### config.mk
export PLATFORM = sky130hd
export DESIGN_NAME = aes_ctrl_regs
export DESIGN_NICKNAME = d
export VERILOG_FILES = /design/src/aes_pkg.sv /design/src/aes_ctrl_regs.sv
export VERILOG_INCLUDE_DIRS = /design/src /design/src/include
export SDC_FILE = /design/constraint.sdc
export NUM_CORES = 1
export LEC_CHECK = 0
export BUFFER_PORTS_ARGS = -buffer_cell sky130_fd_sc_hd__buf_2
export CELL_PAD_IN_SITES_DETAIL_PLACEMENT = 1
export CELL_PAD_IN_SITES_GLOBAL_PLACEMENT = 1
export CORE_AREA = 2 2 209 211
export DETAILED_ROUTE_END_ITERATION = 16
export DIE_AREA = 0 0 211 213
export PLACE_DENSITY_LB_ADDON = 0.1
export SKIP_LAST_GASP = 1
export SYNTH_ARGS = -nofsm -noshare
export SYNTH_HDL_FRONTEND = slang
export SYNTH_SLANG_ARGS = --single-unit
### constraint.sdc
create_clock -name clk -period 6.6 [get_ports clk]
set_input_delay 0.99 -clock clk [delete_from_list [all_inputs] [get_ports clk]]
set_output_delay 0.99 -clock clk [all_outputs]
set_load 0.005 [all_outputs]
### src/include/aes_defs.svh
`ifndef AES_DEFS_SVH
`define AES_DEFS_SVH

// AES-256 round count
`define AES_ROUNDS 14

// Key length in 32-bit words
`define AES_NK 8

// Flag register layout, bits 2 to 4 reserved
`define FLAG_ENABLE 0
`define FLAG_START 1
`define CTRL_FLAGS 5

`endif

### src/aes_pkg.sv
`include "aes_defs.svh"

package aes_pkg;

    // One state byte
    typedef logic [7:0] aes_byte_t;

    // Column of the state or one key word
    typedef logic [31:0] aes_word_t;

    // Byte 0 sits in the top bits, as in FIPS-197
    typedef logic [127:0] aes_block_t;

    typedef logic [255:0] aes_key_t;

    typedef logic [3:0] round_t;

    typedef logic [`CTRL_FLAGS-1:0] ctrl_flags_t;

    // Round sequencer states
    typedef enum logic [1:0]
    {
        IDLE,
        ROUND,
        FINISH
    } core_state_t;

endpackage

### src/aes_ctrl_regs.sv
`timescale 1ns/100ps
`include "aes_defs.svh"

module aes_ctrl_regs
(
    input  logic                clk,
    input  logic                rst_n,
    input  logic                wr,
    input  logic [1:0]          addr,
    input  logic [15:0]         pos,
    input  logic                flag_val,
    input  aes_pkg::aes_block_t data,
    input  logic                busy,
    output logic                start,
    output aes_pkg::aes_block_t plaintext,
    output aes_pkg::aes_key_t   key
);

    aes_pkg::ctrl_flags_t flags_q;
    aes_pkg::aes_block_t  key_hi_q;
    aes_pkg::aes_block_t  key_lo_q;
    logic                 flag_wr;

    // Positions past the flag register are dropped
    assign flag_wr = wr && (addr == 2'd0) && (pos < 16'(`CTRL_FLAGS));

    always_ff @(posedge clk)
    begin
        if (!rst_n)
        begin
            flags_q <= '0;
        end
        else
        begin
            // Start flag clears itself the next cycle
            flags_q[`FLAG_START] <= 1'b0;
            if (flag_wr)
            begin
                flags_q[pos[2:0]] <= flag_val;
            end
        end
    end

    // Single gate for new jobs
    always_ff @(posedge clk)
    begin
        if (!rst_n)
        begin
            start <= 1'b0;
        end
        else
        begin
            start <= flags_q[`FLAG_START] && flags_q[`FLAG_ENABLE] && !busy;
        end
    end

    // Data registers hold until rewritten
    always_ff @(posedge clk)
    begin
        if (wr)
        begin
            case (addr)
                2'd1: plaintext <= data;
                2'd2: key_hi_q <= data;
                2'd3: key_lo_q <= data;
                default: ;
            endcase
        end
    end

    assign key = {key_hi_q, key_lo_q};

endmodule

After elaboration in Yosys (flattened, before gate mapping)

Cells that the tools add are included.

Mux-type cells: 3
Equality and inequality tests: 3
Order comparisons: 3
Reduce and logical (&&, ||, !) cells: 11

Operators with widths:

| operator              | count |
|---|---|
| $lt A16 B3 Y1 const B | 1 |
| $reduce_and A2 Y1     | 4 |
| $bwmux W5             | 1 |
| $logic_and A1 B1 Y1   | 5 |
| $eq A2 B2 Y1 const B  | 2 |
| $lt A3 B4 Y1 const B  | 1 |
| $demux W1 S3          | 1 |
| $ge A3 B1 Y1 const B  | 1 |
| $eq A2 B1 Y1 const B  | 1 |
| $logic_not A2 Y1      | 1 |
| $logic_not A1 Y1      | 1 |
| $mux W1               | 1 |

Output and inout bits: 385
Input port bits: 151
Register bits: 390
Logic and storage cells: 26

Logic depth before layout (Yosys ltp)

Depth after elaboration: 5
Mapped depth: 4

Worst setup path after synthesis

No wires, ideal clock.

Kind: input port to flip-flop
Start point: input wr
End point: register plaintext[0], enable pin
Stages: 2
Arrival time: 6.418 ns
Data required time: 5.979 ns
Setup slack: -0.439 ns
Buffers on the path: 0
Cells stage by stage: nand2_1 nor2_1

Word-level cells in the longest chain between the ends: 1

Ends and longest elaborated chain:

| what                        | RTL line            | source |
|---|---|---|
| start: declaration          | aes_ctrl_regs.sv:8  | `input logic wr,` |
| $reduce_and A2 Y1 (no line) | --                  |  |
| end signal: assignment      | aes_ctrl_regs.sv:63 | `2'd1: plaintext <= data;` |
| end: declaration            | aes_ctrl_regs.sv:15 | `output aes_pkg::aes_block_t plaintext,` |

No other way between the ends.
A chain may end at the register's enable or synchronous reset.

Final worst setup path

Start point: input addr[0]
End point: register key_hi_q[18], enable pin

Word-level cells in the longest chain between the ends: 2

Ends and longest elaborated chain:

| what                        | RTL line            | source |
|---|---|---|
| start: declaration          | aes_ctrl_regs.sv:9  | `input logic [1:0] addr,` |
| $eq A2 B2 Y1                | aes_ctrl_regs.sv:62 | `case (addr)` |
| $reduce_and A2 Y1 (no line) | --                  |  |
| end signal: assignment      | aes_ctrl_regs.sv:64 | `2'd2: key_hi_q <= data;` |
| end: declaration            | aes_ctrl_regs.sv:20 | `aes_pkg::aes_block_t key_hi_q;` |

No other way between the ends.

==> key figures <==
Outcome
  – Status: finished clean

Clock network
  – Longest Clk Path Bufs: 3
  – Hold_buf cts: 0
  – H-tree Lvls: 2
  – Num CTS Buffers: 43
  – Setup bufs post-CTS: 0
  – Clock Sink Count: 387
  – Clock Tree Root: clkbuf_16
  – CTS resizes: 0
  – CTS tree: yes
  – Clock transition at the registers of the reported paths: around 50 ps
  – Worst-Skew Late Latency: between 500 and 600 ps

Detailed routing
  – Via Count: 6406
  – DRC: 0
  – Top layer in use: met5
  – Vias per inst: 4.09
  – Drt wl/cell: roughly 22 um
  – Post-route ant nets: 0
  – Drt first pass iters: 4
  – Routed met1 length: 12300 um
  – Met2 wire len: 17200 um
  – Routed length on met3: 3860 um
  – Iteration-0 DRC Markers: 222
  – Total Routed Length: 34400 um

Finish
  – Fill cells: 4320
  – Fin util: 38.6%
  – Layout area overhead: 40.8%
  – Post-Layout Cell Count: 1567
  – Register Area: between 10000 and 15000 um^2
  – Final #Nets: 1141
  – Multi-input gate area: 134 um^2
  – Fraction of layout cells with a size suffix above 1: between 50 and 60%

Logic synthesis
  – Main synth FF type: edfxtp_1
  – Yosys top cell by area: edfxtp_1
  – Top-count cell post-synth: edfxtp_1
  – Post-synthesis cell type count: 14
  – Post-Syn Area: 11700 um^2
  – Net count after synthesis: 555
  – Yosys top cell area share: 98.5%
  – #FFs+latches synth: 387
  – Synth warn: 0
  – Ys async rst share: 0%
  – Synth area leaders: edfxtp_1 (98%), dfxtp_1 (0.51%), nor4_2 (0.21%)
  – Synth cell count leaders: edfxtp_1 (384), dfxtp_1 (3), nand2_1 (3)
  – Syn_area_per_cell: slightly below 30 um^2
  – Cell count after synthesis: 404
  – Sequential share of the synthesized area: 99.0%
  – Post-synth EDFFs: 384

Power
  – Gate power share: 4.8%
  – Seq pwr share: around 53%
  – Total power: 5.43 mW
  – Power per Cell Area: 329 nW/um^2
  – Cell-internal power: 4.33 mW
  – Sw Pwr: ~1.1 mW
  – Clk network pwr share: 42.5%
  – Sw Ratio: between 20% and 30%
  – Worst IR drop on VDD: about 0.19 mV
  – P_leak: 6.38 nW

Setup path
  – CP max-delay cell: and3b_4
  – Crit path launch: addr[0]
  – CP Capture Type: flop
  – Cells on worst reg2reg path: 2
  – WS Path Type: input port to flop
  – Crit path launch type: input port
  – Worst-path cell chain: buf_2, and3b_4, buf_4
  – Max incr delay on CP: 860 ps
  – Worst Path Required: 6780 ps
  – CP max FO: 47
  – CP Depth: 3
  – Buf/Inv on CP: 2
  – Worst Path Arrival: about 2700 ps
  – Top delay family on crit path: simple AND/OR/NAND/NOR gates
  – RR Startpoint: flags_q[0]

STA
  – Slew @ Worst Pin: 880 ps
  – Fin. Hold Viols: 0
  – Max Slew Vio Count: 0
  – Min Tclk post-route: 2550 ps
  – RSZ-0062 raised after global routing: no
  – Setup violators final: 0
  – Max Freq: 0.392 GHz
  – Tcrit/Tclk final: 38.6%
  – Slew HR: 41.3%
  – Final TNS setup: 0 ps
  – Skew final: 0.0961 ps

Global route
  – Largest net degree at the start of global routing: 57
  – GRT Total Usage: 14.8%
  – Initial antenna violation count: 5
  – Number of global-route vias before repair: 6811
  – GRT overflow: 0
  – First-pass GRT wire length: 47400 um

Placed design
  – IO Port Bufs: 535
  – Placed cells: between 1000 and 1500
  – Post-DP HPWL: 25200 um
  – GPL Wtd Cong: 0.753

Floorplanning
  – Die area: between 40000 and 50000 um^2
  – Core ar.: 42700 um^2
  – Effective utilization at floorplan: 27.4%
  – IO Pins: 536
  – Number of placement rows: 76
  – Die Height: 213 um
  – Chip Width: 211 um

Min path
  – Hold Crit Start: flags_q[1]
  – Class of the most critical hold timing path: flop to flop
  – Hold path cells: 1

Run
  – MaxCap Viol Count: 0
==> area by class of cell <==
class | count | area share (%)
clock buffer | 53 | 7.01
timing repair buffer | 541 | 16.5
sequential | 387 | 70.3
tap | 546 | 4.14
clock inverter | 21 | 1.21
multi-input combinational | 17 | 0.812
antenna | 2 | 0.0303
==> stage by stage <==
stage | hold WS (ps) | worst slack [ps] | cell area [um^2]
after CTS | 460 | 4000 | 16500
after detailed placement | 447 | 3400 | 15100
after floorplan | 427 | 1800 | 11700
after global routing | 485 | 3920 | 16500
after global placement | 446 | 3430 | 15100
final | 455 | 4050 | 16500
==> flip-flops by register name, summed over array words and instances, names as in the netlist <==
register   cells
key_hi_q     128
key_lo_q     128
plaintext    128
flags_q        2
start          1
==> cell usage in the layout, fill, tap and decap left out <==
master        n
nor3_2        1
clkbuf_1      8
clkinv_2      9
nand2_1       3
clkbuf_16    45
dfxtp_1       3
nand3b_1      1
and3b_4       1
buf_4         6
nor4_2        2
bufinv_16     4
clkinv_1      7
nor2_4        1
nor4_1        2
nor3b_1       1
diode_2       2
clkinvlp_4    1
nand3_1       2
and3_4        1
mux2i_1       1
nor3_1        1
edfxtp_1    384
buf_2       535
==> power groups by stage <==
stage | clock network [mW] | logic (mW) | registers (mW)
after CTS | 2.39 | 0.272 | 2.86
final | 2.31 | 0.261 | 2.86
after global routing | 2.48 | 0.287 | 2.87
after detailed placement | 0 | 0.272 | 2.91
after floorplan | 0 | 0.0257 | 2.94
after global placement | 0 | 0.271 | 2.91
==> path summary, 6_finish.rpt <==
kind	slack [ps]	to
hold / removal	460	start
hold reg to reg	460	start
setup / recovery	4050	key_hi_q[18]
setup reg to reg	5990	start
==> logic make-up after synthesis <==
| group | Yosys count | share of synthesized area (%) |
|---|---|---|
| and+or+nand+nor | 16 | 0.919 |
| DFF | 387 | 99.0 |
| muxes | 1 | 0.0855 |
==> metal layers <==
layer	GRT usage (%)	vias to the layer above
met2	24.9	350
met1	16.0	3151
met4	5.49	4
met5	0	-
met3	7.31	63
li1	-	2838
No activity file was read; power rests on OpenSTA's default activity.
