--- config.mk ---
export PLATFORM = sky130hd
export DESIGN_NAME = aes_out_reg
export DESIGN_NICKNAME = d
export VERILOG_FILES = /design/src/aes_pkg.sv /design/src/aes_out_reg.sv
export VERILOG_INCLUDE_DIRS = /design/src /design/src/include
export SDC_FILE = /design/constraint.sdc
export NUM_CORES = 1
export LEC_CHECK = 0
export BUFFER_PORTS_ARGS = -buffer_cell sky130_fd_sc_hd__buf_2
export CAP_MARGIN = 0
export CORE_MARGIN = 5
export CORE_UTILIZATION = 29
export CTS_BUF_LIST = sky130_fd_sc_hd__clkbuf_4 sky130_fd_sc_hd__clkbuf_8
export CTS_CLUSTER_SIZE = 25
export DETAILED_ROUTE_END_ITERATION = 7
export SYNTH_ARGS = -nofsm -noshare
export SYNTH_HDL_FRONTEND = slang
export SYNTH_SLANG_ARGS = --single-unit
--- constraint.sdc ---
create_clock -name clk -period 1 [get_ports clk]
set_input_delay 0.2 -clock clk [delete_from_list [all_inputs] [get_ports clk]]
set_output_delay 0.2 -clock clk [all_outputs]
set_load 0.1 [all_outputs]
--- src/include/aes_defs.svh ---
`ifndef AES_DEFS_SVH
`define AES_DEFS_SVH

// AES-256 round count
`define AES_ROUNDS 14

// Key length in 32-bit words
`define AES_NK 8

// Flag register layout, bits 2 to 4 reserved
`define FLAG_ENABLE 0
`define FLAG_START 1
`define CTRL_FLAGS 5

`endif

--- src/aes_pkg.sv ---
`include "aes_defs.svh"

package aes_pkg;

    // One state byte
    typedef logic [7:0] aes_byte_t;

    // Column of the state or one key word
    typedef logic [31:0] aes_word_t;

    // Byte 0 sits in the top bits, as in FIPS-197
    typedef logic [127:0] aes_block_t;

    typedef logic [255:0] aes_key_t;

    typedef logic [3:0] round_t;

    typedef logic [`CTRL_FLAGS-1:0] ctrl_flags_t;

    // Round sequencer states
    typedef enum logic [1:0]
    {
        IDLE,
        ROUND,
        FINISH
    } core_state_t;

endpackage

--- src/aes_out_reg.sv ---
`timescale 1ns/100ps

module aes_out_reg
(
    input  logic                clk,
    input  logic                rst_n,
    input  logic                finish,
    input  aes_pkg::aes_block_t result,
    output aes_pkg::aes_block_t enc_data,
    output logic                done
);

    // Ciphertext and done change on the same edge
    always_ff @(posedge clk)
    begin
        if (!rst_n)
        begin
            enc_data <= '0;
            done     <= 1'b0;
        end
        else
        begin
            done <= finish;
            if (finish)
            begin
                enc_data <= result;
            end
        end
    end

endmodule

* Yosys cells after proc, flatten, opt, wreduce, memory -nomap -nowiden
Cells that the tools add are included.
Storage, ports and cells: output and inout bits 129, register bits after elaboration 129, word-level logic and storage cells 2

* Longest topological paths before layout
Gate-level depths: netlist of the first run.
depth after elaboration 0, depth in mapped cells 5

* Least setup slack after synthesis of the first run
No wires, ideal clock.
path type register to register, from register enc_data[0] (netlist name), to register enc_data[0], period minus slack after synthesis 1.261 ns, buffers on the path 0, cell stages (with the launch flop) 3, data required time 0.933 ns, arrival time 1.194 ns, setup slack -0.261 ns, cells stage by stage dfxtp_1 > mux2i_1 > nor2b_1
RTL lines:
- to (signal assigned) | line aes_out_reg.sv:26 | enc_data <= result;
- to (decl) | line aes_out_reg.sv:9 | output aes_pkg::aes_block_t enc_data,

* Worst setup path in the final report of the first run
from register enc_data[7], to output port enc_data[7]
No word-level cell between the ends.

==> results.sh, run 1 <==
export IMPL_status="finished with violations"
export IMPL_violations="negative setup slack"
export IMPL_ys_async_sr_fraction=0
export IMPL_routed_wl_mm=13.94
export IMPL_cts_tree="yes"
export IMPL_slowest_delay_ns=0.36
export IMPL_cp_data_required_time_ns=0.80
export IMPL_yosys_area_share_simple=0.1619
export IMPL_cp_max_fo=2
export IMPL_fmax_mhz=858.8
export IMPL_crit_chain="buf_12"
export IMPL_synthAdderAreaFrac=0
export IMPL_cts_root_buffer="clkbuf_8"
export IMPL_cp_start_kind="flip-flop"
export IMPL_postSynthCellCount=415
export IMPL_fin_worst_skew_ns=0
export IMPL_critPathSlowestCell="dfxtp_2"
export IMPL_final_nets=816
export IMPL_critical_path_buf_inv_count=1
export IMPL_relSlewSlack=0.8316
export IMPL_whs_ns=0.03561
export IMPL_synth_seq_cells=129
export IMPL_dpl_hpwl_mm=11.00
export IMPL_cp_end_kind="output port"
export IMPL_synth_edf_count=0
export IMPL_cts_sinks=129
export IMPL_fp_dieArea_um2=19910
export IMPL_cpLargestDelayFamily="flip-flops"
export IMPL_numCtsBuffers=17
export IMPL_io_buffers=259
export IMPL_gr_total_overflow=0
export IMPL_yosysSeqAreaShare=0.5179
export IMPL_finalCriticalPeriod_ns=1.164
export IMPL_synth_compound_area_frac=0
export IMPL_vias=3856
export IMPL_syn_nets=546
export IMPL_drive_gt1_frac=0.6261
export IMPL_powerDensity_nw_per_um2=1685
export IMPL_synth_avg_cell_area_um2=12.01
export IMPL_hold_viol=0
export IMPL_setup_viol=129
export IMPL_ff_latch_area_um2=2749
export IMPL_num_rows=48
export IMPL_die_h_um=141.1
export IMPL_avgRoutedWirePerCell_um=15.10
export IMPL_grt_pass1_vias=4164
export IMPL_pre_cts_ws_ns=-0.09165
export IMPL_cts_buffer_depth=2
export IMPL_grt_setup_unrepaired="true"
export IMPL_synth_xor_area_frac=0
export IMPL_coreArea_um2=17060
export IMPL_insertedDiodeCount=0
export IMPL_power_leakage_nw=4.046
export IMPL_antenna_found_initial=0
export IMPL_critical_path_class="flip-flop to output port"
export IMPL_first_pass_iters=4
export IMPL_clk_pin_slew_ns=0.07
export IMPL_regToRegSetupSlack_ns=0.20
export IMPL_start_util=0.2923
export IMPL_grt_start_max_net_pins=70
export IMPL_post_synth_top_count_cell="dfxtp_1"
export IMPL_synth_top_family_by_area="multiplexers"
export IMPL_worst_slew_pin_slew_ns=0.2526
export IMPL_drv_cap=0
export IMPL_layout_setup_ws_ns=-0.1644
export IMPL_yosysTopAreaCell="dfxtp_1"
export IMPL_grt_pass1_wl_mm=21.60
export IMPL_syn_area_um2=4986
export IMPL_synthFlopType="dfxtp_1"
export IMPL_detail_route_vias_per_cell=4.178
export IMPL_dieWidth_um=141.1
export IMPL_place_congestion=0.7187
export IMPL_fill_cells=1452
export IMPL_insertion_delay_ns=0.42
export IMPL_synth_top_area_share=0.5179
export IMPL_setup_tns_ns=-19.69
export IMPL_yosysWarnings=0
export IMPL_peakVddDrop_v=0.0008356
export IMPL_min_path_type="input pin to flip-flop"
export IMPL_synthMuxAreaShare=0.2570
export IMPL_slew_violations=0
export IMPL_post_place_cells=882
export IMPL_drc_errors=0
export IMPL_syn_to_final_growth_pct=80.58
export IMPL_multiInputGateArea_um2=2088
export IMPL_finalCritPeriodShare=1.164
export IMPL_pin_count=260
export IMPL_synth_area_leaders="dfxtp_1 (52%), mux2i_1 (26%), nor2b_1 (16%)"
export IMPL_grt_total_usage=0.1355
export IMPL_fin_cells=923
export IMPL_synth_cell_type_count=10
export IMPL_worst_ep_arrival_time_ns=0.96
export IMPL_final_antenna_net_count=0
export IMPL_htree_num_levels=4
export IMPL_drt_iter0_markers=90
export IMPL_synthTopCellsByCount="dfxtp_1 (129), mux2i_1 (128), nor2b_1 (128), clkbuf_1 (13), buf_12 (11)"
[per-stage QoR]
step	total power, mW	util	area, µm²
2_1_floorplan	8.759	-	5147
3_3_place_gp	10.50	0.4979	8493
3_5_place_dp	10.56	0.4979	8493
4_1_cts	15.40	0.5271	8991
5_1_grt	15.76	0.5279	9004
6_report	15.17	0.5279	9004
[registers in the layout, summed over array words and instances (netlist names)]
| register | cells |
|---|---|
| done | 1 |
| enc_data | 128 |
[routing by layer]
metal  GRT usage  up-vias  routed length [µm]
met5           0        -                   0
met1      0.1459     1767                5256
met4     0.05660        0                 324
met3     0.06615       20                1483
li1            -     1912                   -
met2      0.2267      157                6872
[cells in the final DEF (no fill, tap or decap)]
| master | netlist | layout |
|---|---|---|
| clkinvlp_4 | 0 | 1 |
| buf_12 | 11 | 133 |
| and2_1 | 1 | 1 |
| clkbuf_8 | 0 | 20 |
| clkbuf_4 | 0 | 3 |
| dfxtp_2 | 0 | 127 |
| buf_4 | 2 | 13 |
| buf_6 | 1 | 1 |
| bufinv_16 | 0 | 3 |
| nor2b_1 | 128 | 128 |
| mux2i_1 | 128 | 128 |
| clkinv_2 | 0 | 3 |
| buf_2 | 1 | 129 |
| dlygate4sd3_1 | 0 | 4 |
| clkinv_4 | 0 | 2 |
| dfxtp_4 | 0 | 2 |
[path summary, 6_finish.rpt]
path / from / endpoint / depth (start not counted)
worst max register to register: enc_data[25] / enc_data[25] / 3
worst min register to register: enc_data[65] / enc_data[65] / 2
worst max-delay path: enc_data[7] / enc_data[7] / 1
worst min-delay path: result[116] / enc_data[116] / 3
[repair_timing]
| item | CTS | global route |
|---|---|---|
| cloned | 0 | 0 |
| endpoints found under the setup margin | 129 | 129 |
| setup buffers | 4 | 1 |
| hold endpoints to repair | 4 | 0 |
| hold buffers | 4 | 0 |
| gates resized for setup | 0 | 2 |
[cell type report]
class	count	share of cell area
Timing Repair Buffer	280	0.3840
Sequential cell	129	0.3053
Multi-Input combinational cell	257	0.2319
Clock buffer	23	0.03307
Tap cell	225	0.03127
Clock inverter	9	0.01445
[logic make-up (layout without fill, tap and decap cells)]
group,Yosys count,after routing
buf+inv,29,312
simple gates,129,129
mux,128,128
flops,129,129
[power breakdown]
part / switching [mW] / total, mW / internal, mW
Combinational: 2.82 / 4.59 / 1.77
Sequential: 0.326 / 5.84 / 5.51
Clock: 2.00 / 4.75 / 2.75
No activity file was read; power rests on OpenSTA's default activity.
==> run 2: changes to the inputs <==
--- a/config.mk
+++ b/config.mk
@@ -8,11 +8,14 @@
 export LEC_CHECK = 0
 export BUFFER_PORTS_ARGS = -buffer_cell sky130_fd_sc_hd__buf_2
 export CAP_MARGIN = 0
+export CELL_PAD_IN_SITES_DETAIL_PLACEMENT = 0
+export CELL_PAD_IN_SITES_GLOBAL_PLACEMENT = 1
 export CORE_MARGIN = 5
 export CORE_UTILIZATION = 29
 export CTS_BUF_LIST = sky130_fd_sc_hd__clkbuf_4 sky130_fd_sc_hd__clkbuf_8
 export CTS_CLUSTER_SIZE = 25
 export DETAILED_ROUTE_END_ITERATION = 7
+export PLACE_DENSITY_LB_ADDON = 0.1
 export SYNTH_ARGS = -nofsm -noshare
 export SYNTH_HDL_FRONTEND = slang
 export SYNTH_SLANG_ARGS = --single-unit
==> run 2 against run 1 <==
Net effect:
- the flow still finishes with violations (negative setup slack)
- final area increased by 7.6%
- wire length increased by 6.4%
- sequential share of layout area shrank 2.1 points
- critical path depth is the same
- utilization up 4.0 points
- cell count is 7.0% higher
- first-iteration DRC count is 33% higher
- worst hold slack lost 0.0053 ns
- largest power group unchanged
==> results.sh, run 2 (same netlist as run 1, synthesis figures left out) <==
export IMPL_numCtsBuffers=17
export IMPL_cp_end_kind="output port"
export IMPL_drive_gt1_frac=0.5675
export IMPL_cp_max_fo=2
export IMPL_syn_to_final_growth_pct=94.38
export IMPL_routed_wl_mm=14.82
export IMPL_peakVddDrop_v=0.0007176
export IMPL_grt_start_max_net_pins=76
export IMPL_coreArea_um2=17060
export IMPL_min_from="result[24]"
export IMPL_worst_slew_pin_slew_ns=0.2661
export IMPL_dpl_hpwl_mm=10.91
export IMPL_placed_cell_area_um2=8528
export IMPL_fmax_mhz=848.3
export IMPL_io_buffers=259
export IMPL_top_regs="enc_data: 128 flops, done: 1 flops"
export IMPL_pin_count=260
export IMPL_drv_cap=0
export IMPL_place_congestion=0.7047
export IMPL_setup_viol=129
export IMPL_regToRegSetupSlack_ns=0.21
export IMPL_min_path_type="input pin to flip-flop"
export IMPL_multiInputGateArea_um2=2088
export IMPL_cp_start_kind="flip-flop"
export IMPL_drt_iter0_markers=120
export IMPL_first_pass_iters=4
export IMPL_post_place_cells=880
export IMPL_cpLargestDelayFamily="flip-flops"
export IMPL_grt_setup_unrepaired="true"
export IMPL_cp_data_required_time_ns=0.80
export IMPL_vias=4023
export IMPL_holdPathStages=3
export IMPL_grt_pass1_wl_mm=23.29
export IMPL_grt_total_usage=0.1486
export IMPL_pre_cts_ws_ns=-0.05425
export IMPL_critPathSlowestCell="dfxtp_2"
export IMPL_finalCritPeriodShare=1.179
export IMPL_relSlewSlack=0.8226
export IMPL_antenna_found_initial=0
export IMPL_hold_viol=0
export IMPL_fill_cells=1413
export IMPL_final_antenna_net_count=0
export IMPL_insertion_delay_ns=0.43
export IMPL_layout_commonest_cell="buf_12"
export IMPL_fin_area_um2=9692
export IMPL_finish_utilization=0.5682
export IMPL_num_rows=48
export IMPL_r2r_start="enc_data[11]"
export IMPL_critical_path_buf_inv_count=1
export IMPL_grt_pass1_vias=4316
export IMPL_cts_buffer_depth=2
export IMPL_r2r_end="enc_data[11]"
export IMPL_slew_violations=0
export IMPL_worst_ep_arrival_time_ns=0.98
export IMPL_detail_route_vias_per_cell=4.072
export IMPL_startpoint="enc_data[6]"
export IMPL_powerDensity_nw_per_um2=1560
export IMPL_ff_latch_area_um2=2754
export IMPL_gr_total_overflow=0
export IMPL_die_h_um=141.1
export IMPL_clk_pin_slew_ns=0.07
export IMPL_min_to="enc_data[24]"
export IMPL_cts_tree="yes"
export IMPL_final_cell_mix="buf_12 (137), buf_2 (129), mux2i_1 (128), nor2b_1 (128), dfxtp_2 (125)"
export IMPL_whs_ns=0.03028
export IMPL_avgRoutedWirePerCell_um=15.00
export IMPL_reg2regPathDepth=3
export IMPL_critical_path_class="flip-flop to output port"
export IMPL_fp_dieArea_um2=19910
export IMPL_cts_sinks=129
export IMPL_violations="negative setup slack"
export IMPL_power_leakage_nw=4.329
export IMPL_top_register="enc_data"
export IMPL_fin_worst_skew_ns=0
export IMPL_fin_cells=988
export IMPL_crit_chain="buf_12"
export IMPL_layout_setup_ws_ns=-0.1788
export IMPL_drc_errors=0
export IMPL_slowest_delay_ns=0.36
export IMPL_insertedDiodeCount=0
export IMPL_cts_root_buffer="clkbuf_8"
export IMPL_final_nets=882
export IMPL_start_util=0.2923
export IMPL_p_total_mw=15.12
export IMPL_finalCriticalPeriod_ns=1.179
export IMPL_htree_num_levels=4
export IMPL_largest_register_ff_count=128
export IMPL_status="finished with violations"
export IMPL_setup_tns_ns=-21.10
export IMPL_dieWidth_um=141.1
run 2: changes by cell type in the layout (fill, tap and decap cells not counted):
cell	delta
dlygate4sd3_1	+69
dfxtp_2	-2
buf_12	+4
clkinvlp_4	-1
dfxtp_4	+2
clkinv_4	-2
buf_4	-7
clkinv_2	+1
clkbuf_4	+2
bufinv_16	-1
run 2: cell type report:
type,count,share of cell area
tap,225,0.02905
clock inverter,6,0.008262
multi-input combinational,257,0.2155
sequential,129,0.2841
timing repair buffer,346,0.4308
clock buffer,25,0.03227
run 2: metal layers:
layer	GRT usage	up-vias	wire length, µm
li1	-	2034	-
met4	0.04640	0	222
met1	0.1736	1816	6044
met5	0	-	0
met2	0.2380	158	7051
met3	0.07497	15	1503
run 2: how the worst max path moves through the flow:
| stage | endpoint | slack (ns) | depth (start not counted) |
|---|---|---|---|
| 4_1_cts | enc_data[10] | -0.22 | 1 |
| 6_report | enc_data[6] | -0.18 | 1 |
| 2_1_floorplan | enc_data[100] | 0.04 | 5 |
| 3_5_place_dp | enc_data[51] | -0.05 | 4 |
| 3_3_place_gp | enc_data[92] | -0.01 | 4 |
| 5_1_grt | enc_data[6] | -0.24 | 1 |
run 2: repair_timing:
action	4_1_cts	5_1_grt
hold buffers	73	0
gates cloned	0	0
setup buffers	2	2
endpoints found under the setup margin	129	129
gates resized for setup	0	4
hold endpoints to repair	73	0
run 2: report_power, final:
group | leakage [nW] | switching, mW | internal, mW
logic | 3.01 | 2.87 | 1.96
clock network | 0.211 | 1.94 | 2.52
registers | 1.11 | 0.318 | 5.51
total | 4.33 | 5.13 | 9.99
